File: src/soc_pkg.sv
package soc_pkg;

	localparam int imem_addr_w = 8;
	localparam int dmem_addr_w = 8;
	localparam int imem_depth = 256;
	localparam int dmem_depth = 256;

	// serial bit period in clocks
	localparam int clks_per_bit = 8;
	localparam int bit_div_w = $clog2(clks_per_bit);

	typedef logic [31:0] word_t;

	typedef struct packed {
		logic valid;
		logic [7:0] data;
	} byte_stream_t;

	typedef struct packed {
		logic [imem_addr_w-1:0] addr;
		word_t data;
		logic valid;
	} imem_wr_t;

	typedef enum logic [3:0] {
		op_li,
		op_add,
		op_sub,
		op_lw,
		op_sw,
		op_out,
		op_bnz,
		op_halt
	} opcode_t;

	typedef struct packed {
		opcode_t opcode;
		logic [2:0] rd;
		logic [2:0] rs1;
		logic [2:0] rs2;
		logic [18:0] unused;
	} inst_r_t;

	// imm shares its bits with the unused tail of the register form
	typedef struct packed {
		opcode_t opcode;
		logic [2:0] rd;
		logic [2:0] rs1;
		logic [5:0] unused;
		logic [15:0] imm;
	} inst_i_t;

	typedef union packed {
		inst_r_t r;
		inst_i_t i;
	} inst_t;

endpackage

File: src/uart_rx.sv
`timescale 1ns/100ps

module uart_rx (
	input logic clk,
	input logic rst_n,
	input logic rx,
	output soc_pkg::byte_stream_t rx_byte
);

	typedef enum logic [1:0] {s_idle, s_start, s_data, s_stop} state_t;

	state_t state;
	logic [1:0] sync;
	logic rx_s;
	logic [soc_pkg::bit_div_w-1:0] div;
	logic [2:0] bit_cnt;
	logic [7:0] shift;
	logic sample;

	assign rx_s = sync[1];
	assign sample = (state == s_data) && (div == soc_pkg::clks_per_bit - 1);

	always_ff @(posedge clk or negedge rst_n) begin
		if (!rst_n) begin
			sync <= 2'b11;
			state <= s_idle;
			div <= '0;
			bit_cnt <= '0;
			rx_byte <= '0;
		end else begin
			sync <= {sync[0], rx};
			rx_byte.valid <= 1'b0;
			case (state)
				s_idle: begin
					div <= '0;
					if (!rx_s)
						state <= s_start;
				end
				s_start: begin
					// recheck at mid start bit, drop glitches
					if (div == soc_pkg::clks_per_bit / 2 - 1) begin
						div <= '0;
						bit_cnt <= '0;
						state <= rx_s ? s_idle : s_data;
					end else begin
						div <= div + 1'b1;
					end
				end
				s_data: begin
					if (sample) begin
						div <= '0;
						bit_cnt <= bit_cnt + 1'b1;
						if (bit_cnt == 3'd7)
							state <= s_stop;
					end else begin
						div <= div + 1'b1;
					end
				end
				s_stop: begin
					if (div == soc_pkg::clks_per_bit - 1) begin
						div <= '0;
						state <= s_idle;
						// bad stop bit, frame dropped
						if (rx_s) begin
							rx_byte.valid <= 1'b1;
							rx_byte.data <= shift;
						end
					end else begin
						div <= div + 1'b1;
					end
				end
				default: state <= s_idle;
			endcase
		end
	end

	// lsb first
	always_ff @(posedge clk) begin
		if (sample)
			shift <= {rx_s, shift[7:1]};
	end

endmodule

File: config.mk
export PLATFORM = sky130hd
export DESIGN_NAME = uart_rx
export DESIGN_NICKNAME = d
export VERILOG_FILES = /design/src/soc_pkg.sv /design/src/uart_rx.sv
export SDC_FILE = /design/constraint.sdc
export NUM_CORES = 1
export LEC_CHECK = 0
export BUFFER_PORTS_ARGS = -buffer_cell sky130_fd_sc_hd__buf_2
export CAP_MARGIN = 20
export CORE_ASPECT_RATIO = 0.75
export CORE_MARGIN = 3
export CORE_UTILIZATION = 55
export DETAILED_ROUTE_END_ITERATION = 8
export PLACE_DENSITY = 0.75
export SYNTH_ARGS = -nofsm -noshare
export SYNTH_HDL_FRONTEND = slang
export SYNTH_SLANG_ARGS = --single-unit
export TNS_END_PERCENT = 10
File: constraint.sdc
create_clock -name clk -period 2.4 [get_ports clk]
set_input_delay 0 -clock clk [delete_from_list [all_inputs] [get_ports clk]]
set_output_delay 0 -clock clk [all_outputs]
set_load 0.05 [all_outputs]
; Word-level counts from Yosys, hierarchy flattened
; Cells that the tools add are included.
[classes]
addsub = 2
n_eq_ne = 11
mux = 17
reduce_logical = 6
[op_table]
columns = operator, count
row1 = 9-bit two-way mux, 3
row2 = 3-bit two-way mux, 5
row3 = 2-bit two-way mux, 6
row4 = 3-bit one-hot mux with 4 select lines, 1
row5 = "2-bit != test, second input constant", 4
row6 = 2-bit one-hot mux with 4 select lines, 1
row7 = "3-bit by 1-bit adder with 3-bit output, second input constant", 2
row8 = "3-bit equality test, second input constant", 2
row9 = 3-bit one-hot mux with 2 select lines, 1
row10 = 3-bit AND reduction, 2
row11 = 5-bit AND reduction, 1
row12 = "2-bit equality test, second input constant", 2
row13 = "3-bit by 2-bit equality test with 1-bit output, second input constant", 1
row14 = "2-bit by 1-bit equality test with 1-bit output, second input constant", 1
row15 = 2-bit zero test, 1
row16 = "2-bit by 1-bit != test with 1-bit output, second input constant", 1
row17 = 2-bit nonzero test, 1
row18 = 1-bit logical AND, 1
[totals]
reg_bits = 27
input_bits = 3
out_inout_bits = 9

; Depth between registers and ports, before layout
[logic_depth]
ltp_word = 4
depth_mapped = 5

; Worst setup path after synthesis
; Ideal clock, no wire load.
[synth_timing]
path_type = register to register
from = reg div[0] in the netlist's numbering
to = reg rx_byte[0] in the netlist's numbering
setup_ps = 125
t_arrival_ps = 1327
required_time_ps = 2275
slack_ps = 948
path_stages_with_launch = 5
path_buffers = 0
period_less_slack_ps = 1452
path_cell_list = dfrtp_1 ha_1 ha_1 nand4_4 mux2_2
[synth_via]
elab_chain_len = 2
[synth_rtl]
columns = element, line
row1 = "start, declared", uart_rx.sv:15  ; logic [soc_pkg::bit_div_w-1:0] div;
row2 = "start signal, assigned", uart_rx.sv:46  ; div <= div + 1'b1;
row3 = "start signal, assigned", uart_rx.sv:56  ; div <= div + 1'b1;
row4 = "start signal, assigned", uart_rx.sv:69  ; div <= div + 1'b1;
row5 = 3-bit equality test, uart_rx.sv:60  ; if (div == soc_pkg::clks_per_bit - 1) begin
row6 = 3-bit AND reduction (no line), --
row7 = "end, declared", uart_rx.sv:7  ; output soc_pkg::byte_stream_t rx_byte
; Every way passes these cells.
; A chain may end at the register's enable or synchronous reset.

==> run summary <==
DR pass1 iterations: 4
Worst hold margin: 0.1139 ns
Io pins: 12
Startpoint Class: register
Setup Skew: 0.01734 ns
Reg-to-reg setup timing slack: 0.77 ns
Syn-to-layout area delta: 10.55%
FMAX: 615.3 MHz
Final setup violation count: 0
Initial Util: 0.6120
Final Max Slew Viols: 0
Status: completed
Core box area: 1822 sq um
Placed Cells: 110
Post-synth design cell area: 1115 sq um
Die height: 44.99 um
Postcts setup bufs: 0
DP Area: 1185 sq um
Root Driver: clkbuf_4
Sequential share of the synthesized area: 0.6442
Worst EP arrival: 1.62 ns
H-tree lvl count: 1
Clock Sinks: 27
Worst Max-Slew Pin Slew: 0.4686 ns
Req. time, crit path: 2.39 ns
CP max FO: 15
Worst path slowest cell: dfrtp_1
Max clock buf depth: 2
Via/cell ratio: 5.466
Clk slew on worst S/H paths: 0.15 ns
Cell variety after synth: 25
Routed len/inst: 14.46 um
Cell Pwr Density: 1043 nW/um^2
Reg2Reg Capture Point: shift[3]
Fin Setup TNS: 0 ns
Routed WL: 1677 um
Final Hold Fails: 0
Crit path kind: register to register
Die ar.: 2609 sq um
Unrepaired setup endpoints after global routing: no
#FFs+latches synth: 27
Finished Cell Area: 1232 sq um
I/O Buffers: 11
CTS buffer count: 3
Worst relative slew slack: 0.6876
Finished Layout Cells: 116
Overall global routing resource usage: 0.1517
Num rows: 13
Fraction of layout cells with a size suffix above 1: 0.2766
Die W: 57.99 um
Antenna cell count: 0
Syn Nets: 89
Warnings, synthesis: 0
GP Congestion: 0.7382
Drt first-iter violations: 8
DRC viols: 0
First-pass GRT wire length: 2849 um
CP max stage delay: 0.66 ns
Max-cap violations: 0
Synth Instances: 79
Peak supply drop: 0.6400 mV
Worst path cell trace: nor2b_1 > and2_1
Buffers and inverters on the worst path: 0
Leakage: 0.5847 nW
DR vias: 634
Post-CTS sizing: 0
Initial antenna violation count: 0
CTS tree: built
Global route overflow: 0
Final HPWL DP: 1248 um
Final Cycle Share: 0.6772
Vias in the first global route: 635
Crit. End Element: register
Syn Area/Cell: 14.11 sq um
Clock latency at the later pin of the worst-skew pair: 0.32 ns
Largest net degree at the start of global routing: 20
Worst reg2reg path depth: 2
Post-route ant nets: 0
Hold crit path type: input pin to asynchronous set/reset pin
Util after Layout: 0.6765
Crit-path leading delay family: flip-flops
# nets final: 105
Min Tclk post-route: 1.625 ns
-- timing repair --
| item | CTS | global route |
|---|---|---|
| hold buffers | 2 | 0 |
| setup endpoints to repair | 0 | 0 |
| hold endpoints to repair | 20 | 0 |
-- power breakdown --
part / total [mW] / internal [mW] / switching [mW]
Clock: 0.189 / 0.0624 / 0.127
Combinational: 0.430 / 0.158 / 0.273
Sequential: 0.666 / 0.563 / 0.104
-- cell type report --
cell class              count  area (sq um)
clock inverters             1         5.005
flip-flops and latches     27         718.2
fillers                   133         589.3
repair buffers             13         75.07
clock buffers               3         22.52
multi-input cells          47         372.9
inverters                   3         11.26
well taps                  22         27.53
-- routing by layer --
layer  wire length (um)  part of all wire  GRT usage
met1                816              0.49     0.1943
met2                770              0.46     0.2477
met3                 77             0.046    0.05429
met4                 12            0.0072    0.04167
met5                  0                 0          0
-- cell usage in the layout (no fill, tap or decap), drive strengths merged, types with 3 or more instances in the layout --
cell and n:
dfrtp 17, buf 11, mux2 8, edfxtp 8, ha 7, nor2 5
nand2 5, inv 3, a21oi 3, clkbuf 3
-- how the worst max path moves through the flow --
stage                       endpoint  slack (ns)      from  cells past startpoint
final                       shift[3]        0.77  register                      2
after global routing      bit_cnt[0]        0.65    div[0]                      5
after CTS                   shift[5]        0.79  register                      2
after detailed placement  bit_cnt[0]        0.81    div[0]                      5
after global placement    rx_byte[5]        0.87    div[0]                      4
after floorplan           rx_byte[0]        0.95    div[0]                      4
-- cells by family after synthesis --
kind of cell               Yosys count  synth area share
DFF                                 27            0.6442
buffers and inverters                5           0.02132
AOI/OAI and AO/OA                   11           0.06510
and+or+nand+nor                     21            0.1100
muxes                                8           0.08081
adders and majority gates            7           0.07856
-- registers in the layout (all words and copies together) (netlist names), named ones only --
register  count
sync          2
shift         8
state         1
div           3
rx_byte       9
bit_cnt       3
-- per-stage QoR --
step / power, mW / worst slack (ns)
2_1_floorplan: 1.011 / 0.9484
3_3_place_gp: 1.092 / 0.8701
3_5_place_dp: 1.113 / 0.8089
4_1_cts: 1.301 / 0.7936
5_1_grt: 1.372 / 0.6509
6_report: 1.286 / 0.7748
-- synth_stat cells, drive strengths merged --
| cell type | number | area share |
|---|---|---|
| a21oi | 3 | 0.013 |
| a311oi | 1 | 0.0079 |
| a31oi | 1 | 0.0056 |
| and2 | 1 | 0.0056 |
| and2b | 1 | 0.0067 |
| buf | 2 | 0.011 |
| dfrtp | 17 | 0.38 |
| dfstp | 2 | 0.047 |
| edfxtp | 8 | 0.22 |
| ha | 7 | 0.079 |
| inv | 3 | 0.010 |
| mux2 | 8 | 0.081 |
| nand2 | 5 | 0.017 |
| nand2b | 2 | 0.011 |
| nand3b | 2 | 0.013 |
| nand4 | 1 | 0.019 |
| nor2 | 5 | 0.017 |
| nor2b | 2 | 0.011 |
| nor3 | 2 | 0.0090 |
| o211a | 1 | 0.0090 |
| o21a | 1 | 0.0067 |
| o21ai | 1 | 0.0045 |
| o22ai | 2 | 0.011 |
| o31ai | 1 | 0.0067 |
Power figures use the tool's default switching activity.
