[src/soc_pkg.sv]
package soc_pkg;

	localparam int imem_addr_w = 8;
	localparam int dmem_addr_w = 8;
	localparam int imem_depth = 256;
	localparam int dmem_depth = 256;

	// serial bit period in clocks
	localparam int clks_per_bit = 8;
	localparam int bit_div_w = $clog2(clks_per_bit);

	typedef logic [31:0] word_t;

	typedef struct packed {
		logic valid;
		logic [7:0] data;
	} byte_stream_t;

	typedef struct packed {
		logic [imem_addr_w-1:0] addr;
		word_t data;
		logic valid;
	} imem_wr_t;

	typedef enum logic [3:0] {
		op_li,
		op_add,
		op_sub,
		op_lw,
		op_sw,
		op_out,
		op_bnz,
		op_halt
	} opcode_t;

	typedef struct packed {
		opcode_t opcode;
		logic [2:0] rd;
		logic [2:0] rs1;
		logic [2:0] rs2;
		logic [18:0] unused;
	} inst_r_t;

	// imm shares its bits with the unused tail of the register form
	typedef struct packed {
		opcode_t opcode;
		logic [2:0] rd;
		logic [2:0] rs1;
		logic [5:0] unused;
		logic [15:0] imm;
	} inst_i_t;

	typedef union packed {
		inst_r_t r;
		inst_i_t i;
	} inst_t;

endpackage

[src/uart_tx.sv]
`timescale 1ns/100ps

module uart_tx (
	input logic clk,
	input logic rst_n,
	input soc_pkg::byte_stream_t tx_byte,
	output logic tx_ready,
	output logic tx
);

	logic busy;
	logic [9:0] frame;
	logic [3:0] bit_cnt;
	logic [soc_pkg::bit_div_w-1:0] div;

	assign tx_ready = !busy;
	// frame shifts ones in behind it, so the line rests high
	assign tx = frame[0];

	always_ff @(posedge clk or negedge rst_n) begin
		if (!rst_n) begin
			busy <= 1'b0;
			frame <= '1;
			bit_cnt <= '0;
			div <= '0;
		end else if (!busy) begin
			if (tx_byte.valid) begin
				// stop, data, start
				frame <= {1'b1, tx_byte.data, 1'b0};
				busy <= 1'b1;
				bit_cnt <= '0;
				div <= '0;
			end
		end else begin
			if (div == soc_pkg::clks_per_bit - 1) begin
				div <= '0;
				frame <= {1'b1, frame[9:1]};
				if (bit_cnt == 4'd9)
					busy <= 1'b0;
				else
					bit_cnt <= bit_cnt + 1'b1;
			end else begin
				div <= div + 1'b1;
			end
		end
	end

endmodule

[config.mk]
export PLATFORM = sky130hd
export DESIGN_NAME = uart_tx
export DESIGN_NICKNAME = d
export VERILOG_FILES = /design/src/soc_pkg.sv /design/src/uart_tx.sv
export SDC_FILE = /design/constraint.sdc
export NUM_CORES = 1
export LEC_CHECK = 0
export ABC_AREA = 1
export BUFFER_PORTS_ARGS = -buffer_cell sky130_fd_sc_hd__buf_2
export CAP_MARGIN = 40
export CORE_UTILIZATION = 51
export DETAILED_ROUTE_END_ITERATION = 10
export PLACE_DENSITY = 0.69
export SYNTH_ARGS = -nofsm -noshare
export SYNTH_HDL_FRONTEND = slang
export SYNTH_SLANG_ARGS = --single-unit
[constraint.sdc]
create_clock -name clk -period 3.3 [get_ports clk]
set_input_delay 0.165 -clock clk [delete_from_list [all_inputs] [get_ports clk]]
set_output_delay 0.165 -clock clk [all_outputs]
set_load 0.01 [all_outputs]
Word level (Yosys, flattened, before mapping)
Cells that the tools add are included.
- input port bits: 11
- logic and storage cells: 28
- register bits after elaboration: 18
- muxes and demuxes: 14
- reduce and logical (&&, ||, !) cells: 4
- equal/unequal tests: 4
- add/sub/neg operators: 2
- operator list (kind ; number):
    10-bit 2-to-1 mux ; 3
    4-bit 2-to-1 mux ; 4
    3-bit 2-to-1 mux ; 3
    4-bit by 1-bit adder with 4-bit output (second input constant) ; 1
    4-bit == test (second input constant) ; 1
    1-bit 2-to-1 mux ; 4
    3-bit by 1-bit adder with 3-bit output (second input constant) ; 1
    3-bit == test (second input constant) ; 1
    3-bit AND reduction ; 1
    2-bit by 1-bit != test with 1-bit output (second input constant) ; 1
    2-bit != test (second input constant) ; 1
    2-bit AND reduction ; 1
    2-bit nonzero test ; 1
    1-bit logical NOT ; 1

Depth between registers and ports, before layout
- depth after elaboration: 4
- mapped depth: 8
- gate-level depth less buffers: 8

Least setup slack after synthesis
Ideal clock, no wire load.
- path type: flip-flop to flip-flop
- start point: register div[0] (netlist bit)
- end point: register frame[5]
- arrival time: 1.160 ns
- setup time: 0.084 ns
- stages on the path, launching flop included: 8
- path buffers: 1
- path slack: 2.056 ns
- period minus slack after synthesis: 1.244 ns
- required time: 3.216 ns
- path through: dfrtp_1 > ha_1 > ha_1 > nand2_2 > nand2_4 > buf_6 > nor2_1 > a31oi_1
- cells in the longest elaborated chain, start to end: 3
- RTL lines (element ; RTL line ; text):
    start, declared ; uart_tx.sv:14 ; logic [soc_pkg::bit_div_w-1:0] div;
    start signal, assigned ; uart_tx.sv:43 ; div <= div + 1'b1;
    3-bit == test ; uart_tx.sv:35 ; if (div == soc_pkg::clks_per_bit - 1) begin
    2-bit by 1-bit != test with 1-bit output (no source line) ; - ;
    2-bit AND reduction (no source line) ; - ;
    end signal, assigned ; uart_tx.sv:29 ; frame <= {1'b1, tx_byte.data, 1'b0};
    end signal, assigned ; uart_tx.sv:37 ; frame <= {1'b1, frame[9:1]};
    end, declared ; uart_tx.sv:12 ; logic [9:0] frame;
Every way passes these cells.
A chain may end at the register's enable or synchronous reset.

Final worst setup path
- start point: register busy
- end point: register bit_cnt[1]
- cells in the longest elaborated chain, start to end: 2
- elaborated cells on any way between the ends: 5
- classes of those cells: eq/ne: 2; mux: 1; reduce/logical: 2
- RTL lines (element ; RTL line ; text):
    start, declared ; uart_tx.sv:11 ; logic busy;
    start signal, assigned ; uart_tx.sv:22 ; busy <= 1'b0;
    start signal, assigned ; uart_tx.sv:30 ; busy <= 1'b1;
    start signal, assigned ; uart_tx.sv:39 ; busy <= 1'b0;
    2-bit != test (no source line), or another cell as far along ; - ;
    3-bit AND reduction (no source line) ; - ;
    end signal, assigned ; uart_tx.sv:41 ; bit_cnt <= bit_cnt + 1'b1;
    end, declared ; uart_tx.sv:13 ; logic [3:0] bit_cnt;
Several ways; a longest one is shown, not always the timed one.

==> metrics <==
outcome=finished, final reports clean; Yosys warnings=0; Worst Tran Pin Value=slightly below 400 ps; Setup Fix Bufs, Post-CTS=0; # fillers=~130; post-synth top area share=0.2864; gpl congestion=~0.76; Die Y=approximately 42 µm; fin nets=123; Final Hold Viols=0; worst relative slew slack=0.7361; CP cell instances=inv_2, nand2_2, nand2_4, nand2_1, nand2_1, o21ai_0; final setup fails=0; max_cap viols=0; min Tclk post-route=approximately 1500 ps; Critical Path Source=busy$_DFF_PN0_; CTS Sinks=17; post-route cell area=around 900 µm²; CP endpoint kind=register; GR Layer Usage met3=0.02586; Port-buffer cells=12; HP Start=tx_byte[7]; via count of the first global-routing pass=around 590; Peak Freq=0.6759 GHz; via count=659; Clk Latency, worst-skew pair=roughly 280 ps; Layout area overhead=11.52%; fin. max-slew vios=0; Tcrit/Tclk final=0.4483; final cell count without fillers=between 100 and 150; drt drc=0; final cell utilization of the core=0.6113; Max Root-Sink Buffers=2; Buf+Inv Stages, Crit Path=1; setup_tns=0 ps; Synth Cell Area=between 800 and 900 µm²; CTS tree=done; detailed-router iteration count before antenna repair=4; total CTS buffers=3; Synth Instances=93; DR iter-0 viols=25; Die ar.=approximately 1800 µm²; worst reg-to-reg setup slack=about 1800 ps; Slowest Stage Delay on Critical Path=between 500 and 600 ps; Leakage=0.4494 nW; Root Driver=clkbuf_4; flops & latches, synth=17; Critical Path RT=approximately 3500 ps; Worst path slowest cell=dfrtp_1; Antenna Cells=0; Synth area leader=dfstp_2; Yosys cell types=19; register area share after synthesis=0.5288; layout cells sized above 1=0.2617; Ports=13; clock-pin slew on the worst setup and hold paths=~90 ps; CP arrival=between 1500 and 2000 ps; met1 Usage GRT=0.2542; Chip Width=about 42 µm; Detail Route Antenna Nets=0; r2r startpoint=busy$_DFF_PN0_; Synth Area per Inst=between 8 and 9 µm²; ranking of synthesized cells by area=dfstp_2 (29%), dfrtp_1 (24%), nand2_1 (12%); GR Layer Usage met2=0.2862; RSZ-0062 raised after global routing=false; Worst path most repeated cell=nand2_1; Hold Crit Class=input pin to register; Startpoint Class=register; VDD IR max=approximately 360 µV; Syn Nets=~110; Initial Util=0.5482; crit-path max FO=15; # hold bufs at CTS=1; CTS H-tree depth=1; Global Route Usage Sum=0.1853; critical path class=register to register; first-pass GRT wire length=2484 µm; PwrDens=812.4 nW/µm²; Core ar.=roughly 1500 µm²; Total Routed Length=between 1000 and 1500 µm; DR WL/cell=11.85 µm; dpl cells=118; GRT Residual Overflow=0; global route hottest layer=met2; initial antenna violation count=0; Clock Skew=roughly 1.7 ps; via/cell ratio=around 5.4; dpl cell area=between 800 and 900 µm²; largest net degree at the start of global routing=18; CP delay by family, top=flip-flops; row cnt=14; post-cts sizing count=0; Post-DP HPWL=around 1000 µm
## synth_stat cells (all sizes together)
| cell type | count |
|---|---|
| or2 | 1 |
| nand2 | 29 |
| a31oi | 8 |
| dfstp | 9 |
| a22o | 1 |
| nor2 | 11 |
| nand3 | 4 |
| dfrtp | 8 |
| a21oi | 2 |
| nand4 | 1 |
| buf | 3 |
| o21ai | 7 |
| ha | 4 |
| inv | 5 |
## state kept, by name, indices dropped and copies added (netlist names)
signal	count
bit_cnt	4
busy	1
div	3
frame	9
## cell usage in the layout, fill, tap and decap left out
cell type      synthesis  routed
nand2_4                1       1
buf_2                  2      12
clkbuf_4               0       3
clkbuf_1               0       1
o21ai_1                2       2
o21ai_0                5       5
dfrtp_1                8       8
or2_0                  1       1
inv_2                  1       1
dlygate4sd3_1          0       1
nand4_1                1       1
inv_1                  4       4
a31oi_1                8       8
nand2_2                2       2
nand3_1                4       4
dfstp_2                9       9
nand2_1               26      26
a22o_1                 1       1
nor2_1                11      11
ha_1                   4       4
a21oi_1                2       2
## final timing paths
| path | cells past startpoint | endpoint |
|---|---|---|
| hold reg to reg | 2 | frame[0]$_DFFE_PN1P_ |
| setup / recovery | 6 | bit_cnt[1]$_DFFE_PN0P_ |
| min in group asynchronous | 2 | bit_cnt[0]$_DFFE_PN0P_ |
| setup reg to reg | 6 | bit_cnt[1]$_DFFE_PN0P_ |
| hold / removal | 3 | frame[8]$_DFFE_PN1P_ |
| max in group asynchronous | 2 | frame[8]$_DFFE_PN1P_ |
## cell families (layout without fill, tap and decap cells)
kind of cell | count (synthesis) | in the layout | synth area share
and+or+nand+nor | 46 | 46 | 0.2364
AOI/OAI and AO/OA | 18 | 18 | 0.1258
DFF | 17 | 17 | 0.5288
buffers and inverters | 8 | 22 | 0.04847
adders and majority gates | 4 | 4 | 0.06061
## report_power, final
part           total [mW]  switching [mW]  internal [mW]
logic               0.248           0.138          0.110
registers           0.394          0.0679          0.326
clock network       0.107          0.0597         0.0469
total               0.748           0.266          0.483
## layer usage
layer  vias up  share of wire
met5         -              0
met4         0         0.0062
met3         2          0.047
met2        21           0.45
met1       297           0.49
li1        339              -
## worst min-delay path, cell delays in order
cell	delay [ps]
buf_2	90
nand3_1	60
nand2_1	50
## metrics by stage
stage / setup WS [ps] / hold WS (ps) / power (mW)
5_1_grt: 1694 / 105.7 / 0.8130
2_1_floorplan: 2056 / -130.6 / 0.5839
3_5_place_dp: 1834 / 105.5 / 0.6458
3_3_place_gp: 1896 / 95.19 / 0.6392
6_report: 1820 / 93.81 / 0.7481
4_1_cts: 1818 / 89.28 / 0.7567
## area by class of cell
cell class / instances / area [µm²] / share of cell area
Sequential cell: 17 / 436.7 / 0.4742
Multi-Input combinational cell: 68 / 349.1 / 0.3791
Timing Repair Buffer: 13 / 70.07 / 0.07609
Clock buffer: 4 / 26.28 / 0.02853
Tap cell: 16 / 20.02 / 0.02174
Inverter: 5 / 18.77 / 0.02038
(Power assumes the default switching activity.)
