`config.mk`:
```
export PLATFORM = sky130hd
export DESIGN_NAME = program_loader
export DESIGN_NICKNAME = d
export VERILOG_FILES = /design/src/soc_pkg.sv /design/src/program_loader.sv
export SDC_FILE = /design/constraint.sdc
export NUM_CORES = 1
export LEC_CHECK = 0
export BUFFER_PORTS_ARGS = -buffer_cell sky130_fd_sc_hd__buf_4
export CAP_MARGIN = 20
export CORE_UTILIZATION = 42
export CTS_CLUSTER_DIAMETER = 80
export DETAILED_ROUTE_END_ITERATION = 6
export PLACE_DENSITY = 0.68
export SLEW_MARGIN = 20
export SYNTH_ARGS = -nofsm -noshare
export SYNTH_HDL_FRONTEND = slang
export SYNTH_SLANG_ARGS = --single-unit
```
`constraint.sdc`:
```
create_clock -name clk -period 1.8 [get_ports clk]
set_clock_uncertainty 0.05 [all_clocks]
set_input_delay 0.09 -clock clk [delete_from_list [all_inputs] [get_ports clk]]
set_output_delay 0.09 -clock clk [all_outputs]
set_load 0.01 [all_outputs]
```
`src/soc_pkg.sv`:
```
package soc_pkg;

	localparam int imem_addr_w = 8;
	localparam int dmem_addr_w = 8;
	localparam int imem_depth = 256;
	localparam int dmem_depth = 256;

	// serial bit period in clocks
	localparam int clks_per_bit = 8;
	localparam int bit_div_w = $clog2(clks_per_bit);

	typedef logic [31:0] word_t;

	typedef struct packed {
		logic valid;
		logic [7:0] data;
	} byte_stream_t;

	typedef struct packed {
		logic [imem_addr_w-1:0] addr;
		word_t data;
		logic valid;
	} imem_wr_t;

	typedef enum logic [3:0] {
		op_li,
		op_add,
		op_sub,
		op_lw,
		op_sw,
		op_out,
		op_bnz,
		op_halt
	} opcode_t;

	typedef struct packed {
		opcode_t opcode;
		logic [2:0] rd;
		logic [2:0] rs1;
		logic [2:0] rs2;
		logic [18:0] unused;
	} inst_r_t;

	// imm shares its bits with the unused tail of the register form
	typedef struct packed {
		opcode_t opcode;
		logic [2:0] rd;
		logic [2:0] rs1;
		logic [5:0] unused;
		logic [15:0] imm;
	} inst_i_t;

	typedef union packed {
		inst_r_t r;
		inst_i_t i;
	} inst_t;

endpackage

```
`src/program_loader.sv`:
```
`timescale 1ns/100ps

module program_loader (
	input logic clk,
	input logic rst_n,
	input soc_pkg::byte_stream_t rx_byte,
	output soc_pkg::imem_wr_t imem_wr,
	input logic imem_wr_ready,
	output logic loaded
);

	typedef enum logic [1:0] {s_count, s_data, s_write, s_done} state_t;

	state_t state;
	logic [7:0] count;
	logic [soc_pkg::imem_addr_w-1:0] word_cnt;
	logic [1:0] byte_pos;
	soc_pkg::word_t word;

	always_comb begin
		imem_wr.valid = (state == s_write);
		imem_wr.addr = word_cnt;
		imem_wr.data = word;
	end

	assign loaded = (state == s_done);

	always_ff @(posedge clk or negedge rst_n) begin
		if (!rst_n) begin
			state <= s_count;
			count <= '0;
			word_cnt <= '0;
			byte_pos <= '0;
		end else begin
			case (state)
				s_count: begin
					// a zero count is not a program
					if (rx_byte.valid && rx_byte.data != 8'd0) begin
						count <= rx_byte.data;
						word_cnt <= '0;
						byte_pos <= '0;
						state <= s_data;
					end
				end
				s_data: begin
					if (rx_byte.valid) begin
						byte_pos <= byte_pos + 1'b1;
						if (byte_pos == 2'd3)
							state <= s_write;
					end
				end
				s_write: begin
					if (imem_wr_ready) begin
						word_cnt <= word_cnt + 1'b1;
						if (word_cnt == count - 8'd1)
							state <= s_done;
						else
							state <= s_data;
					end
				end
				// stays here until rst_n, later bytes ignored
				s_done: state <= s_done;
				default: state <= s_count;
			endcase
		end
	end

	// little endian, first byte ends up in bits 7:0
	always_ff @(posedge clk) begin
		if (state == s_data && rx_byte.valid)
			word <= {rx_byte.data, word[31:8]};
	end

endmodule

```
== After elaboration in Yosys (flattened, before gate mapping) ==
Index checks and enable logic that the tools add are counted.
Storage, ports and cells
  flip-flop bits (word level): 52
  output and inout port bits: 42
  logic and storage cells: 39
Cells by class
  add/sub/neg operators: 3
  eq/ne operators: 9
  multiplexer cells: 12
  reduce and logical (&&, ||, !) cells: 10
Operators with widths (number)
  $mux W8: 2
  $pmux W8 S2: 1
  $mux W2: 7
  $add A8 B1 Y8 const B: 1
  $eq A8 B8 Y1: 1
  $pmux W2 S4: 1
  $reduce_bool A8 Y1: 1
  $sub A8 B1 Y8 const B: 1
  $eq A2 B2 Y1 const B: 3
  $ne A2 B2 Y1 const B: 3
  $reduce_and A3 Y1: 2
  $pmux W2 S2: 1
  $reduce_and A4 Y1: 1
  $reduce_bool A2 Y1: 2
  $add A2 B1 Y2 const B: 1
  $eq A2 B1 Y1 const B: 1
  $logic_and A1 B1 Y1: 2
  $logic_not A2 Y1: 1
  $ne A2 B1 Y1 const B: 1
  $reduce_and A2 Y1: 1

== Logic depth before layout (Yosys ltp) ==
  depth after elaboration: 5
  depth in mapped cells: 6
  mapped depth without buffers: 6

== Least setup slack after synthesis ==
Ideal clock, no wire load.
  path kind: flip-flop to flip-flop
  start point: register state[1]
  end point: register word[0], enable pin
  setup time: 0.388 ns
  arrival: 1.598 ns
  data required time: 1.362 ns
  setup slack: -0.236 ns
  cell stages (with the launch flop): 4
  cells stage by stage: dfrtp_1 -> clkbuf_1 -> or3_1 -> inv_1
On the way
  cells in the longest elaborated chain, start to end: 2
Ends and longest elaborated chain
  from (decl): line program_loader.sv:14  | state_t state;
  from (signal assigned): line program_loader.sv:30  | state <= s_count;
  from (signal assigned): line program_loader.sv:42  | state <= s_data;
  from (signal assigned): line program_loader.sv:49  | state <= s_write;
  $eq A2 B1 Y1: line program_loader.sv:70  | if (state == s_data && rx_byte.valid)
  $logic_and A1 B1 Y1: line program_loader.sv:70
  to (signal assigned): line program_loader.sv:71  | word <= {rx_byte.data, word[31:8]};
  to (decl): line program_loader.sv:18  | soc_pkg::word_t word;
Every way passes these cells.
A chain may end at the register's enable or synchronous reset.

== Worst setup path in the final report ==
  start point: register count[0]
  end point: register state[1]
On the way
  cells in the longest elaborated chain, start to end: 5
Ends and longest elaborated chain
  from (decl): line program_loader.sv:15  | logic [7:0] count;
  from (signal assigned): line program_loader.sv:39  | count <= rx_byte.data;
  $sub A8 B1 Y8: line program_loader.sv:55  | if (word_cnt == count - 8'd1)
  $eq A8 B8 Y1: line program_loader.sv:55
  $mux W2: line program_loader.sv:55
  $mux W2: line program_loader.sv:53  | if (imem_wr_ready) begin
  $pmux W2 S4: line program_loader.sv:35  | case (state)
  to (signal assigned): line program_loader.sv:42
  to (signal assigned): line program_loader.sv:56  | state <= s_done;
  to (signal assigned): line program_loader.sv:58  | state <= s_data;
Every way passes these cells. The select of a mux whose other input is x is not followed.

==> tab_implementation.tex <==
\begin{tabular}{lr}
\hline
Metric & Value \\
\hline
\multicolumn{2}{l}{\textbf{Power}} \\
Switching share of power & about 21\% \\
NetSw & $\sim$440 uW \\
PD cells & 698 nW/um2 \\
Power share of the clock group & a little under a third \\
Final total power & 2.04 mW \\
Relative contribution of sequential cells to total power & 62.7\% \\
P\_leak & 1.22 nW \\
Maximum resistive drop on vdd & 0.347 mV \\
Relative contribution of combinational cells to total power & 5.9\% \\
Int Power & 1.61 mW \\
\multicolumn{2}{l}{\textbf{Layout}} \\
Share of the core filled with cells in the final layout & 61.2\% \\
Area growth from synthesis to layout & 38.7\% \\
Final Net Count & roughly 240 \\
Number of standard cells in the layout, taps in and fillers out & 297 \\
Top library cells by usage in the layout, fill and taps aside & sky130\_fd\_sc\_hd\_\_buf\_4 (67), sky130\_fd\_sc\_hd\_\_edfxtp\_1 (32), sky130\_fd\_sc\_hd\_\_dfrtp\_1 (19) \\
Most common cell after layout, fill and taps aside & sky130\_fd\_sc\_hd\_\_buf\_4 \\
Fraction of layout instances using a drive strength above 1 & 39.6\% \\
Antenna Cells & 0 \\
\multicolumn{2}{l}{\textbf{Clock tree}} \\
Maximum number of buffers from clock root to sink & 2 \\
Clk Tree Root Cell & sky130\_fd\_sc\_hd\_\_clkbuf\_8 \\
Number of sinks handled by clock tree synthesis & 52 \\
Clock-pin transition on the worst setup and hold timing paths & 0.09 ns \\
Clock tree from TritonCTS & yes \\
Latest clock arrival within the worst-skew pair & 0.30 ns \\
Clock buffer count from CTS & 5 \\
H-tree depth & 2 \\
\multicolumn{2}{l}{\textbf{Route}} \\
Top Layer Used & met4 \\
Via count & roughly 1.5k \\
Met2 routed wirelength & 2.21 mm \\
Average wire length per cell after detail routing & 14.4 um \\
Met3 wire len & $\sim$180 um \\
Number of iterations in the first detailed-routing pass & 4 \\
DRC violations left & 0 \\
Final antenna-violating net count & 0 \\
Via density per instance & between 4 and 5 \\
Met1 layer wirelength in the final routing & 1.84 mm \\
Drt first-iter violations & 48 \\
Sum of routed wire length over all layers & $\sim$4.3 mm \\
\multicolumn{2}{l}{\textbf{Synth}} \\
Post-Synth Simple-Gate Area & between 10\% and 20\% \\
Primary FF master, synth & sky130\_fd\_sc\_hd\_\_edfxtp\_1 \\
Largest family of logic cells by synthesized area & simple AND/OR/NAND/NOR gates \\
Synth Register Bits & 52 \\
Post-synthesis cell count & approximately 150 \\
Synth Area in Compound Gates & 6.58\% \\
Count of flip-flops with a built-in enable after synthesis & 32 \\
Fraction of synthesized cell area in xor and xnor cells & 5.81\% \\
Number of synthesis warnings & 0 \\
Netlist Area Pre-Place & 2110 um2 \\
FFs w/ async S/R, synth & 38.5\% \\
Sequential element share of the synthesized area & between 60\% and 70\% \\
Mux share of post-synthesis cell area & under 10\% \\
Net count after synthesis & 164 \\
Mean Syn Cell Area & 14.2 um2 \\
Share of synthesized cell area in full adder, half adder and majority cells & 1.78\% \\
Netlist cell types & 34 \\
\multicolumn{2}{l}{\textbf{Hold path}} \\
Path type of the worst min-delay path & in2reg \\
Source of the worst hold timing path & rx\_byte[8] \\
End of the worst hold path & state[1]\$\_DFFE\_PN0P\_ \\
Hold path depth & 3 \\
\multicolumn{2}{l}{\textbf{Worst setup path}} \\
Worst r2r path cells & 5 \\
Startpoint class of the critical path & register \\
Crit. End Element & register \\
Worst flop-to-flop path endpoint & state[1]\$\_DFFE\_PN0P\_ \\
CP Max Fanout & 3 \\
Worst path required time & between 1.5 and 2 ns \\
R2r startpoint & count[0]\$\_DFFE\_PN0P\_ \\
R2R setup slack & about 0.062 ns \\
Worst setup path class & reg2reg \\
Data arrival time of the critical path & approximately 1.9 ns \\
\multicolumn{2}{l}{\textbf{Timing}} \\
Final hold vios & 0 \\
Setup WS post-layout & 0.0616 ns \\
Period utilization & 96.6\% \\
Setup TNS & 0 ns \\
Max Freq & 0.575 GHz \\
Setup repair after global routing missed its margin & no \\
Transition at the pin with the smallest max-transition slack & 0.415 ns \\
Period minus WS final & 1.74 ns \\
Number of pins with negative max-slew slack in the final report & 0 \\
Worst max-slew margin expressed relative to the limit & 72.1\% \\
Total of endpoints with negative setup slack in the final report & 0 \\
\multicolumn{2}{l}{\textbf{Place}} \\
DP Wirelength & 3.04 mm \\
Final estimated routing congestion in global placement & 0.902 \\
Number of buffer cells added on primary ports & 53 \\
Pre-CTS WS & 0.0336 ns \\
Post-Place Cells & 276 \\
\multicolumn{2}{l}{\textbf{Job}} \\
Max Cap Violations & 0 \\
\multicolumn{2}{l}{\textbf{GRT}} \\
Largest net degree at the start of global routing & 35 \\
Overall overflow remaining after global route & 0 \\
Number of antenna violations at the first check in global routing & 0 \\
Global-route wire length before repair & $\sim$6.7 mm \\
Overall routing resource usage & 16.8\% \\
Via count of the first global-routing pass & between 1k and 1.5k \\
\multicolumn{2}{l}{\textbf{Floorplan}} \\
Count of standard-cell rows & 25 \\
Floorplan core area & about 4800 um2 \\
Y dimension of the die & 72.9 um \\
I/O Pins & between 50 and 60 \\
Initial Utilization & 44.1\% \\
Die Wd & between 70 and 80 um \\
Die area & 5310 um2 \\
\multicolumn{2}{l}{\textbf{Outcome}} \\
Run status & completed \\
\hline
\end{tabular}
-- critical path: stages (launching register included) --
cell and delay, ns:
sky130_fd_sc_hd__dfrtp_1 0.39, sky130_fd_sc_hd__buf_4 0.15, sky130_fd_sc_hd__nor3_4 0.22, sky130_fd_sc_hd__xnor2_1 0.10
sky130_fd_sc_hd__or4_4 0.51, sky130_fd_sc_hd__o32ai_2 0.24
-- metal layers --
| metal | track usage, % | vias up |
|---|---|---|
| li1 | - | 700 |
| met1 | 20.3 | 708 |
| met2 | 30.6 | 47 |
| met3 | 3.31 | 4 |
| met4 | 3.92 | 0 |
| met5 | 0 | - |
-- cell type report --
type | count | area [um2]
Timing Repair Buffer | 77 | 613
Inverter | 6 | 26.3
Sequential cell | 52 | 1460
Multi-Input combinational cell | 87 | 657
Clock buffer | 6 | 72.6
Clock inverter | 2 | 11.3
Fill cell | 379 | 1860
Tap cell | 67 | 83.8
-- timing repair --
action / 4_1_cts / 5_1_grt
endpoints found under the hold margin: 35 / 0
hold buffers: 9 / 0
endpoints found under the setup margin: 0 / 6
setup buffers: 0 / 4
resized for setup: 0 / 7
-- power by group through the flow --
stage                     registers, mW  logic (mW)  clock network [mW]
after floorplan                    1.30      0.0435                   0
after global placement             1.31      0.0895                   0
after detailed placement           1.31      0.0930                   0
after CTS                          1.28       0.109               0.646
after global routing               1.28       0.133               0.700
final                              1.28       0.121               0.641
-- registers in the layout, summed over array words and instances (netlist names) --
register and flops:
word 32, count 8, byte_pos 2, word_cnt 8
state 2
-- Yosys cell counts, types with 2 or more instances --
| cell type | count | area share [%] |
|---|---|---|
| sky130_fd_sc_hd__dfrtp_1 | 20 | 24 |
| sky130_fd_sc_hd__inv_1 | 6 | 1.1 |
| sky130_fd_sc_hd__o21ai_0 | 9 | 2.1 |
| sky130_fd_sc_hd__ha_1 | 3 | 1.8 |
| sky130_fd_sc_hd__edfxtp_1 | 32 | 46 |
| sky130_fd_sc_hd__clkbuf_1 | 3 | 0.53 |
| sky130_fd_sc_hd__nand2_1 | 9 | 1.6 |
| sky130_fd_sc_hd__nor3_1 | 3 | 0.71 |
| sky130_fd_sc_hd__nand4_1 | 3 | 0.89 |
| sky130_fd_sc_hd__and3b_1 | 2 | 0.83 |
| sky130_fd_sc_hd__xor2_1 | 7 | 2.9 |
| sky130_fd_sc_hd__a21oi_1 | 5 | 1.2 |
| sky130_fd_sc_hd__nor2b_1 | 4 | 1.2 |
| sky130_fd_sc_hd__nand3_1 | 2 | 0.47 |
| sky130_fd_sc_hd__nand3b_1 | 3 | 1.1 |
| sky130_fd_sc_hd__or3_1 | 2 | 0.59 |
| sky130_fd_sc_hd__mux2_2 | 5 | 2.7 |
| sky130_fd_sc_hd__xnor2_1 | 7 | 2.9 |
| sky130_fd_sc_hd__and3_1 | 2 | 0.59 |
| sky130_fd_sc_hd__nor2_1 | 7 | 1.2 |
| sky130_fd_sc_hd__nor4_1 | 2 | 0.59 |
-- kinds of logic (layout without fill, tap and decap cells) --
kind of cell             Yosys count  count (layout)
AO/OA/AOI/OAI                     21              21
AND/OR/NAND/NOR                   44              44
buffers and inverters             10              91
adder cells (fa/ha/maj)            3               3
XOR/XNOR                          14              14
multiplexers                       5               5
flip-flops                        52              52
-- per-stage QoR --
stage / instance area, um2 / hold slack (ns)
2_1_floorplan: 2110 / -0.256
3_3_place_gp: 2670 / -0.0677
3_5_place_dp: 2670 / -0.0671
4_1_cts: 2850 / 0.0258
5_1_grt: 2930 / 0.0240
6_report: 2930 / 0.0382
-- worst max-delay path by stage --
stage	startpoint	end	slack, ns	cells after the start
final	count[0]$_DFFE_PN0P_	state[1]$_DFFE_PN0P_	0.06	5
after detailed placement	count[0]$_DFFE_PN0P_	state[1]$_DFFE_PN0P_	0.03	5
after global routing	count[0]$_DFFE_PN0P_	state[1]$_DFFE_PN0P_	0.003	5
after CTS	rx_byte[1]	count[2]$_DFFE_PN0P_	0.002	7
after global placement	count[0]$_DFFE_PN0P_	state[1]$_DFFE_PN0P_	0.07	5
after floorplan	count[0]$_DFFE_PN0P_	state[1]$_DFFE_PN0P_	0.02	6
Power figures use the tool's default switching activity.
