$ cat config.mk
export PLATFORM = sky130hd
export DESIGN_NAME = core
export DESIGN_NICKNAME = d
export VERILOG_FILES = /design/src/soc_pkg.sv /design/src/core.sv
export SDC_FILE = /design/constraint.sdc
export NUM_CORES = 1
export LEC_CHECK = 0
export BUFFER_PORTS_ARGS = -buffer_cell sky130_fd_sc_hd__buf_2
export CAP_MARGIN = 20
export CORE_UTILIZATION = 64
export CTS_CLUSTER_DIAMETER = 80
export CTS_CLUSTER_SIZE = 20
export DETAILED_ROUTE_END_ITERATION = 10
export PLACE_DENSITY = 0.85
export SYNTH_ARGS = -nofsm -noshare
export SYNTH_HDL_FRONTEND = slang
export SYNTH_SLANG_ARGS = --single-unit
$ cat constraint.sdc
create_clock -name clk -period 7.6 [get_ports clk]
set_input_delay 2.28 -clock clk [delete_from_list [all_inputs] [get_ports clk]]
set_output_delay 2.28 -clock clk [all_outputs]
set_load 0.05 [all_outputs]
$ cat src/soc_pkg.sv
package soc_pkg;

	localparam int imem_addr_w = 8;
	localparam int dmem_addr_w = 8;
	localparam int imem_depth = 256;
	localparam int dmem_depth = 256;

	// serial bit period in clocks
	localparam int clks_per_bit = 8;
	localparam int bit_div_w = $clog2(clks_per_bit);

	typedef logic [31:0] word_t;

	typedef struct packed {
		logic valid;
		logic [7:0] data;
	} byte_stream_t;

	typedef struct packed {
		logic [imem_addr_w-1:0] addr;
		word_t data;
		logic valid;
	} imem_wr_t;

	typedef enum logic [3:0] {
		op_li,
		op_add,
		op_sub,
		op_lw,
		op_sw,
		op_out,
		op_bnz,
		op_halt
	} opcode_t;

	typedef struct packed {
		opcode_t opcode;
		logic [2:0] rd;
		logic [2:0] rs1;
		logic [2:0] rs2;
		logic [18:0] unused;
	} inst_r_t;

	// imm shares its bits with the unused tail of the register form
	typedef struct packed {
		opcode_t opcode;
		logic [2:0] rd;
		logic [2:0] rs1;
		logic [5:0] unused;
		logic [15:0] imm;
	} inst_i_t;

	typedef union packed {
		inst_r_t r;
		inst_i_t i;
	} inst_t;

endpackage

$ cat src/core.sv
`timescale 1ns/100ps

module core (
	input logic clk,
	input logic rst_n,
	output logic [soc_pkg::imem_addr_w-1:0] fetch_addr,
	input soc_pkg::word_t fetch_data,
	output logic [soc_pkg::dmem_addr_w-1:0] dmem_addr,
	output soc_pkg::word_t dmem_wdata,
	output logic dmem_we,
	input soc_pkg::word_t dmem_rdata,
	output soc_pkg::byte_stream_t tx_byte,
	input logic tx_ready,
	output logic halted
);

	typedef enum logic [1:0] {s_fetch, s_exec, s_mem, s_out} state_t;

	state_t state;
	logic [soc_pkg::imem_addr_w-1:0] pc;
	soc_pkg::word_t regs [8];
	soc_pkg::inst_t inst;
	soc_pkg::opcode_t op;
	soc_pkg::word_t rs1_val;
	soc_pkg::word_t rs2_val;
	soc_pkg::word_t imm_val;
	logic rf_we;
	soc_pkg::word_t rf_wdata;

	// fetch_data stays on the current pc until pc moves
	always_comb begin
		inst = fetch_data;
		op = inst.r.opcode;
		rs1_val = (inst.r.rs1 == 3'd0) ? '0 : regs[inst.r.rs1];
		rs2_val = (inst.r.rs2 == 3'd0) ? '0 : regs[inst.r.rs2];
		imm_val = {16'h0000, inst.i.imm};
	end

	assign fetch_addr = pc;
	assign dmem_addr = inst.i.imm[soc_pkg::dmem_addr_w-1:0];
	assign dmem_wdata = rs1_val;
	assign dmem_we = (state == s_exec) && (op == soc_pkg::op_sw);

	always_comb begin
		tx_byte.valid = ((state == s_exec) && (op == soc_pkg::op_out)) || (state == s_out);
		tx_byte.data = rs1_val[7:0];
	end

	always_comb begin
		rf_we = 1'b0;
		rf_wdata = '0;
		if (state == s_exec) begin
			case (op)
				soc_pkg::op_li: begin
					rf_we = 1'b1;
					rf_wdata = imm_val;
				end
				soc_pkg::op_add: begin
					rf_we = 1'b1;
					rf_wdata = rs1_val + rs2_val;
				end
				soc_pkg::op_sub: begin
					rf_we = 1'b1;
					rf_wdata = rs1_val - rs2_val;
				end
				default: rf_we = 1'b0;
			endcase
		end else if (state == s_mem) begin
			rf_we = 1'b1;
			rf_wdata = dmem_rdata;
		end
	end

	// r0 is never written
	always_ff @(posedge clk) begin
		if (rf_we && inst.r.rd != 3'd0)
			regs[inst.r.rd] <= rf_wdata;
	end

	always_ff @(posedge clk or negedge rst_n) begin
		if (!rst_n) begin
			state <= s_fetch;
			pc <= '0;
			halted <= 1'b0;
		end else begin
			case (state)
				s_fetch: begin
					if (!halted)
						state <= s_exec;
				end
				s_exec: begin
					state <= s_fetch;
					case (op)
						soc_pkg::op_lw: state <= s_mem;
						soc_pkg::op_out: begin
							if (tx_ready)
								pc <= pc + 1'b1;
							else
								state <= s_out;
						end
						soc_pkg::op_bnz: begin
							if (rs1_val != '0)
								pc <= imm_val[soc_pkg::imem_addr_w-1:0];
							else
								pc <= pc + 1'b1;
						end
						soc_pkg::op_halt: halted <= 1'b1;
						default: pc <= pc + 1'b1;
					endcase
				end
				s_mem: begin
					pc <= pc + 1'b1;
					state <= s_fetch;
				end
				s_out: begin
					// stall until the transmitter takes the byte
					if (tx_ready) begin
						pc <= pc + 1'b1;
						state <= s_fetch;
					end
				end
				default: state <= s_fetch;
			endcase
		end
	end

endmodule

-- Word level (Yosys, flattened, before mapping)
Memory sizes are Yosys's and may differ from the RTL's.
Index checks and enable logic that the tools add are counted.
- bits in registers: 11
- memory bits (writable): 256
- output and inout bits: 59
- logic and storage cells: 55
- memories kept: 1
- memory list (memory ; depth ; width ; rd ports ; clocked after memory_dff ; wr ports ; RTL line ; source):
    regs ; 8 ; 32 ; 2 ; 0 ; 1 ; core.sv:21 ; soc_pkg::word_t regs [8];
- add/subtract/negate cells: 3
- eq/ne operators: 13
- multiplexer cells: 19
- reductions and logical operators: 16
- operator list (kind ; count):
    $mux W32 ; 4
    $pmux W32 S3 ; 1
    $pmux W8 S3 ; 2
    $add A32 B32 Y32 ; 1
    $reduce_bool A32 Y1 ; 1
    $sub A32 B32 Y32 ; 1
    $eq A4 B3 Y1 const B ; 4
    $mux W8 ; 2
    $add A8 B1 Y8 const B ; 1
    $eq A4 B2 Y1 const B ; 2
    $pmux W2 S4 ; 1
    $logic_not A3 Y1 ; 2
    $mux W2 ; 3
    $ne A2 B2 Y1 const B ; 3
    $reduce_and A2 Y1 ; 3
    $reduce_bool A3 Y1 ; 2
    $mux W1 ; 5
    $eq A2 B2 Y1 const B ; 2
    $eq A4 B1 Y1 const B ; 1
    $logic_not A4 Y1 ; 1
    $pmux W2 S2 ; 1
    $logic_and A1 B1 Y1 ; 3
    $reduce_or A3 Y1 ; 1
    $eq A2 B1 Y1 const B ; 1
    3 further kinds ; 3

-- Depth between registers and ports, before layout
Gate-level depths: netlist (run 1).
- word-level depth: 7
- gate-level depth with buffers: 24
- depth with buffers taken out: 22

-- Least setup slack after synthesis (run 1)
No wires, ideal clock.
- path type: input to register
- from: input fetch_data[23]
- to: memory regs[0][30] in the netlist's numbering (data pin)
- setup time: 0.265 ns
- arrival time: 7.287 ns
- data required time: 7.335 ns
- slack: 0.048 ns
- stages on the path: 16
- cells stage by stage: buf_2 > buf_2 > clkbuf_1 > a21oi_1 > a221oi_1 > ha_1 > o21ai_0 > nor2_1 > o31ai_1 > o211ai_1 > a221oi_1 > o21ai_0 > a221oi_1 > o21ai_0 > xnor2_1 > o21ai_0
- longest elaborated chain between the ends: 5
- elaborated cells between the ends (all ways): 7
- classes of those cells: add/sub (2); mux (3); reduce/logical (1); memory (1)
- ends and longest elaborated chain (element ; RTL line ; source):
    start: declaration ; core.sv:7 ; input soc_pkg::word_t fetch_data,
    $mem_v2 Z8 W32 / $logic_not A3 Y1 (equally long branches) ; - ;
    $mux W32 * ; core.sv:34 ; rs1_val = (inst.r.rs1 == 3'd0) ? '0 : regs[inst.r.rs1];
    net dmem_wdata[4] ; core.sv:9 ; output soc_pkg::word_t dmem_wdata,
    $sub A32 B32 Y32 / $add A32 B32 Y32 (equally long branches) ; core.sv:64, core.sv:60 ;
    $pmux W32 S3 * ; core.sv:53 ; case (op)
    $mux W32 * ; core.sv:52 ; if (state == s_exec) begin
    net rf_wdata[30] ; core.sv:28 ; soc_pkg::word_t rf_wdata;
    end: declaration ; core.sv:21 ;
The timed path passes the listed nets; every way through them passes the cells marked *.

-- Final worst setup path (run 1)
- from: input fetch_data[19]
- to: memory regs[2][31] in the netlist's numbering (data pin)
- longest elaborated chain between the ends: 5
- elaborated cells between the ends (all ways): 7
- classes of those cells: add/sub (2); mux (3); reduce/logical (1); memory (1)
- ends and longest elaborated chain (element ; RTL line ; source):
    $mem_v2 Z8 W32 / $logic_not A3 Y1 (equally long branches) ; - ;
    $mux W32 * ; core.sv:35 ; rs2_val = (inst.r.rs2 == 3'd0) ? '0 : regs[inst.r.rs2];
    $sub A32 B32 Y32 / $add A32 B32 Y32 (equally long branches) ; core.sv:64, core.sv:60 ;
    $pmux W32 S3 * ; core.sv:53 ;
    $mux W32 * ; core.sv:52 ;
    net rf_wdata[31] ; core.sv:28 ;
Marks and branches as above.

==> results of run 1 <==
-- critical path: stages --
cell	delay, ns
buf_4	0.22
buf_12	0.20
mux4_2	0.52
inv_1	0.08
a21oi_1	0.11
inv_1	0.07
ha_1	0.16
inv_1	0.06
nor4_2	0.28
buf_4	0.19
nand3b_2	0.12
o31ai_1	0.30
xor2_1	0.18
ha_1	0.26
buf_4	0.16
a211oi_1	0.30
o21ai_0	0.18
nand4_1	0.15
nand3_1	0.08
a41o_1	0.28
a21oi_1	0.35
o2111ai_1	0.21
a31oi_1	0.25
xnor2_1	0.13
o21ai_1	0.38
-- power by group through the flow --
stage	clock network [mW]	logic (mW)	registers, mW
floorplan	0	0.629	1.62
global placement	0	0.967	1.56
detailed placement	0	0.991	1.57
CTS	0.846	0.996	1.54
global route	0.881	1.08	1.55
finish	0.841	1.01	1.54
-- cell usage after synthesis (9+ instances only) --
| library cell | instances | area (sq um) |
|---|---|---|
| a221o_1 | 16 | 160 |
| o21ai_0 | 61 | 305 |
| xor2_1 | 33 | 289 |
| edfxtp_1 | 228 | 6850 |
| xnor2_1 | 26 | 228 |
| nor2_1 | 70 | 263 |
| a21oi_1 | 58 | 290 |
| ha_1 | 33 | 413 |
| a221oi_1 | 51 | 447 |
| and2_1 | 10 | 62.6 |
| inv_1 | 20 | 75.1 |
| nor3_1 | 13 | 65.1 |
| dfrtp_1 | 11 | 275 |
| mux4_2 | 35 | 788 |
| a22oi_1 | 30 | 225 |
| buf_4 | 29 | 218 |
| nor2b_1 | 12 | 75.1 |
| mux2i_1 | 66 | 661 |
| a21o_1 | 10 | 75.1 |
| nand2_1 | 50 | 188 |
| clkbuf_1 | 30 | 113 |
| and3_1 | 9 | 56.3 |
| nand2b_1 | 12 | 75.1 |
| mux2_2 | 64 | 721 |
| a22o_1 | 18 | 158 |
| buf_2 | 16 | 80.1 |
| nand3_1 | 12 | 60.1 |
-- flip-flops by register name (all words and copies together), names as in the netlist --
signal and flops:
state 2, regs 228, halted 1, fetch_addr 8
-- layer usage --
metal  GRT usage [%]  routed length [um]
met1            49.1               15400
met2            60.9               20000
met3            5.54                4900
met4            15.0                1550
met5               0                   0
-- cell usage in the layout (no fill, tap or decap), types with 30 or more instances in the layout --
cell type,n
a22oi_1,30
buf_4,100
nor2_1,64
mux2i_1,66
nand2_1,50
edfxtp_1,228
buf_2,120
mux4_2,35
xor2_1,33
a221oi_1,51
mux2_2,64
ha_1,33
a21oi_1,58
o21ai_0,59
-- final cells by class --
| cell class | instances | area [sq um] |
|---|---|---|
| inverter | 20 | 75.1 |
| timing repair buffer | 227 | 1490 |
| antenna | 1 | 2.50 |
| multi-input combinational | 815 | 6690 |
| sequential | 239 | 7120 |
| clock inverter | 3 | 40.0 |
| clock buffer | 21 | 419 |
| tap | 280 | 350 |
| fill | 1404 | 5630 |
-- worst paths after layout --
kind	endpoint	slack (ns)	cells after the start
setup / recovery	regs[2][31]	0.36	25
hold / removal	state[0]	0.48	1
setup reg to reg	regs[2][31]	2.08	23
hold reg to reg	state[0]	0.48	1
max in group asynchronous	fetch_addr[1]	5.73	1
min in group asynchronous	fetch_addr[3]	1.65	1
-- cells by family (layout without fill, tap and decap cells) --
| family | after synthesis | after routing | synth area share [%] |
|---|---|---|---|
| buf+inv | 102 | 271 | 3.80 |
| other cells | 1 | 5 | 0.0263 |
| mux | 173 | 173 | 15.9 |
| flops | 239 | 239 | 49.9 |
| simple gates | 236 | 236 | 8.61 |
| xor+xnor | 59 | 59 | 3.62 |
| compound gates | 309 | 309 | 15.1 |
| fa+ha+maj | 34 | 34 | 3.03 |
==> results.toml, run 1 <==
[worst_setup_path]
cp_max_fo = 15
critPathLaunchType = "primary input"
cp-end-kind = "flop"
cp-startpoint = "fetch_data[19]"
critPathRequiredTime_ns = 7.86
crit_type = "primary input to flop"
critical_path_arrival_ns = 7.50
r2r-start = "regs[3][0]"

[synthesis]
syn_inst = 1153
ys_async_sr_fraction_pct = 4.60
netlist_area_sq_um = 14300
synth_edf_count = 228
yosysWarnings = 0
yosysSeqAreaShare_pct = 49.9
ys_ff_latch = 239
synth_ff_type = "edfxtp_1"
synth.distinct_cells = 81
syn_avg_cell_area_sq_um = 12.4

[route]
viasPerCell = 7.12
ant_nets = 0
drc = 0
wl_per_cell_um = 26.1
first_iter_violations = 1497
via_count = 11400
drt-pass1-iter-count = 6
wl_um = 41800

[sta]
slew_viol_final = 0
rsz0062_at_grt = "no"
holdWs_ns = 0.476
final.setup_skew_ns = 0.0185
fmax_mhz = 138
fin_crit_ns = 7.24
finalHoldViolations = 0
slew_headroom_pct = 32.4
worst_slack_ns = 0.356
worst_pin_slew_ns = 1.00
period_share_pct = 95.3
fin_tns_setup_ns = 0
setup_viol = 0

[clock_network]
cts-root-buf = "clkbuf_16"
ctsResizeCount = 0
clock-sinks = 239
path_clk_slew_ns = 0.08
htree_levels = 1
clk_latency_ns = 0.51
postCtsHoldBufs = 0
cts-buffers-inserted = 16
cts_tree = "yes"
cts_buffer_depth = 3
post-cts-setup-buffers = 0

[power]
p_leak_nw = 6.07
totalPowerFinal_mw = 3.40
p_sw_mw = 1.12
p_clk_share_pct = 24.8
p_per_area_nw_per_um2 = 210
seqPwrFrac_pct = 45.4
ir_drop_uv = 219
netSwitchingFraction_pct = 33.0
p_comb_share_pct = 29.9
p_int_mw = 2.28

[run]
cap_viol_max_count = 0

[grt]
antenna_found_initial = 1
track_usage_pct = 37.0
overflow = 0
grt_max_degree = 50
grt_pass1_vias = 10900
grt_pass1_wl_um = 61900

[floorplanning]
std_cell_rows = 54
die_h_um = 151
fp.coreArea_sq_um = 21800
dieArea_sq_um = 22900
start_util_pct = 65.4
io_pins = 126
die_w_um = 151

[outcome]
outcome = "finished clean"

[placed_design]
pre_cts_ws_ns = -0.209
io_buffers = 122
placed_cells = 1580
place_congestion = 0.921
dp_hpwl_um = 28300
place_area_sq_um = 15700

[min_path]
worst_hold_path_type = "flop to flop"
hold_start = "halted"

[layout]
final_cells = 1606
area_delta_synth_final_pct = 13.4
final_util_pct = 74.2
final_cell_area_sq_um = 16200
nets = 1420
drive_gt1_share_pct = 28.5
No activity file was read; power rests on OpenSTA's default activity.
==> inputs of run 2 (changes only) <==
- CORE_ASPECT_RATIO: default -> 1.75
==> results.toml, run 2 (same netlist as run 1, synthesis figures left out) <==
[placed_design]
io_buffers = 122
dp_hpwl_um = 30300
place_congestion = 0.941
place_area_sq_um = 15500

[route]
wl_per_cell_um = 27.5
ant_nets = 0
via_count = 11500
viasPerCell = 7.17
drt-pass1-iter-count = 8
drc = 0
wl_um = 43900
first_iter_violations = 1260

[worst_setup_path]
critPathLaunchType = "primary input"
path_cells = "buf_4, buf_4, mux2_1, a221o_1, and2_1, nor4_2, buf_4, nand3b_2, o31ai_1, xor2_1, ha_1, a211oi_1, o21ai_0, nand4_1, nand3_1, a41o_1, a21oi_1, o211ai_1, a21oi_1, xor2_1, o21ai_0"
cp-end-kind = "flop"
cpMostUsedCell = "buf_4"
crit_path_top_delay_cell = "o21ai_0"
critPathRequiredTime_ns = 7.79
cp_max_fo = 12
cp_num_buf_inv = 3
critPathMaxStageDelay_ns = 0.57
crit_type = "primary input to flop"
path_delay_family = "compound AO/OA/AOI/OAI gates"
critical_path_arrival_ns = 7.52

[layout]
multiInputGateArea_sq_um = 6690
area_delta_synth_final_pct = 11.7
seq_area_sq_um = 7120
fillers = 1563
final_cell_area_sq_um = 15900
drive_gt1_share_pct = 27.0
antenna_cells = 0
largest-register = "regs"
largest_reg_flops = 228
final_common_cell = "edfxtp_1"
nets = 1395
final_cell_mix = "edfxtp_1 (228), buf_2 (119), buf_4 (81)"

[clock_network]
htree_levels = 1
ctsResizeCount = 0
path_clk_slew_ns = 0.08
postCtsHoldBufs = 0
cts-buffers-inserted = 15
cts-root-buf = "clkbuf_16"
clk_latency_ns = 0.50
post-cts-setup-buffers = 0
cts_tree = "yes"
cts_buffer_depth = 3
clock-sinks = 239

[sta]
finalHoldViolations = 0
setup_viol = 0
slew_viol_final = 0
holdWs_ns = 0.479
worst_pin_slew_ns = 1.21
period_share_pct = 96.4
final.setup_skew_ns = 0.0215
fmax_mhz = 136
rsz0062_at_grt = "no"
slew_headroom_pct = 18.9
fin_crit_ns = 7.33

[floorplanning]
start_util_pct = 64.9
die_w_um = 115
die_h_um = 200
fp.coreArea_sq_um = 22000
dieArea_sq_um = 22900
io_pins = 126
std_cell_rows = 72

[power]
p_int_mw = 2.24
p_comb_share_pct = 30.1
p_leak_nw = 5.92
p_clk_share_pct = 23.8
ir_drop_uv = 192
p_sw_mw = 1.11
seqPwrFrac_pct = 46.0
netSwitchingFraction_pct = 33.2
p_per_area_nw_per_um2 = 210

[grt]
grt_pass1_vias = 11300
overflow = 0
grt_pass1_wl_um = 64800
track_usage_pct = 38.9
antenna_found_initial = 0
grt_max_degree = 61

[outcome]
outcome = "finished clean"

[min_path]
worst_hold_path_type = "flop to flop"

[run]
cap_viol_max_count = 0
run 2: changes by cell type in the layout (fill, tap and decap cells not counted), sizes merged:
cell | previous run | this run
clkinv | 2 | 0
buf | 227 | 203
diode | 1 | 0
clkbuf | 21 | 25
run 2: per-layer routing:
metal,up-vias,track usage [%],share of wire (%)
met3,229,5.61,9.7
met1,5510,44.7,33
met2,887,66.4,50
met4,0,26.9,7.9
met5,-,0,0
li1,4837,-,-
run 2: cell type report:
type	instances	area share, %
sequential	239	44.7
timing repair buffer	203	7.93
clock inverter	1	0.0549
tap	296	2.32
clock buffer	25	2.59
multi-input combinational	815	42.0
inverter	20	0.471
run 2: per-stage QoR:
step | utilization (%) | setup slack, ns | TNS [ns] | power (mW) | cells
after global routing | 72.5 | 0.00512 | 0 | 3.45 | 1599
final | 72.5 | 0.273 | 0 | 3.35 | 1599
after detailed placement | 70.6 | -0.186 | -3.33 | 2.55 | 1573
after CTS | 72.5 | 0.322 | 0 | 3.32 | 1599
after floorplan | - | 0.0480 | 0 | 2.25 | 1156
after global placement | 70.6 | -0.0661 | -1.01 | 2.53 | 1573
run 2: power groups by stage:
stage	logic [mW]	registers (mW)	clock network, mW
floorplan	0.629	1.62	0
global placement	0.965	1.57	0
detailed placement	0.984	1.57	0
CTS	0.990	1.54	0.794
global route	1.07	1.55	0.832
finish	1.01	1.54	0.799
run 2: final timing paths:
path / from / endpoint / slack, ns / cells past startpoint
setup / recovery: fetch_data[19] / regs[3][29] / 0.27 / 21
hold / removal: halted / state[0] / 0.48 / 1
setup reg to reg: regs[2][0] / regs[3][29] / 2.01 / 22
hold reg to reg: halted / state[0] / 0.48 / 1
max in group asynchronous: rst_n / fetch_addr[6] / 5.66 / 1
min in group asynchronous: rst_n / state[0] / 1.68 / 1
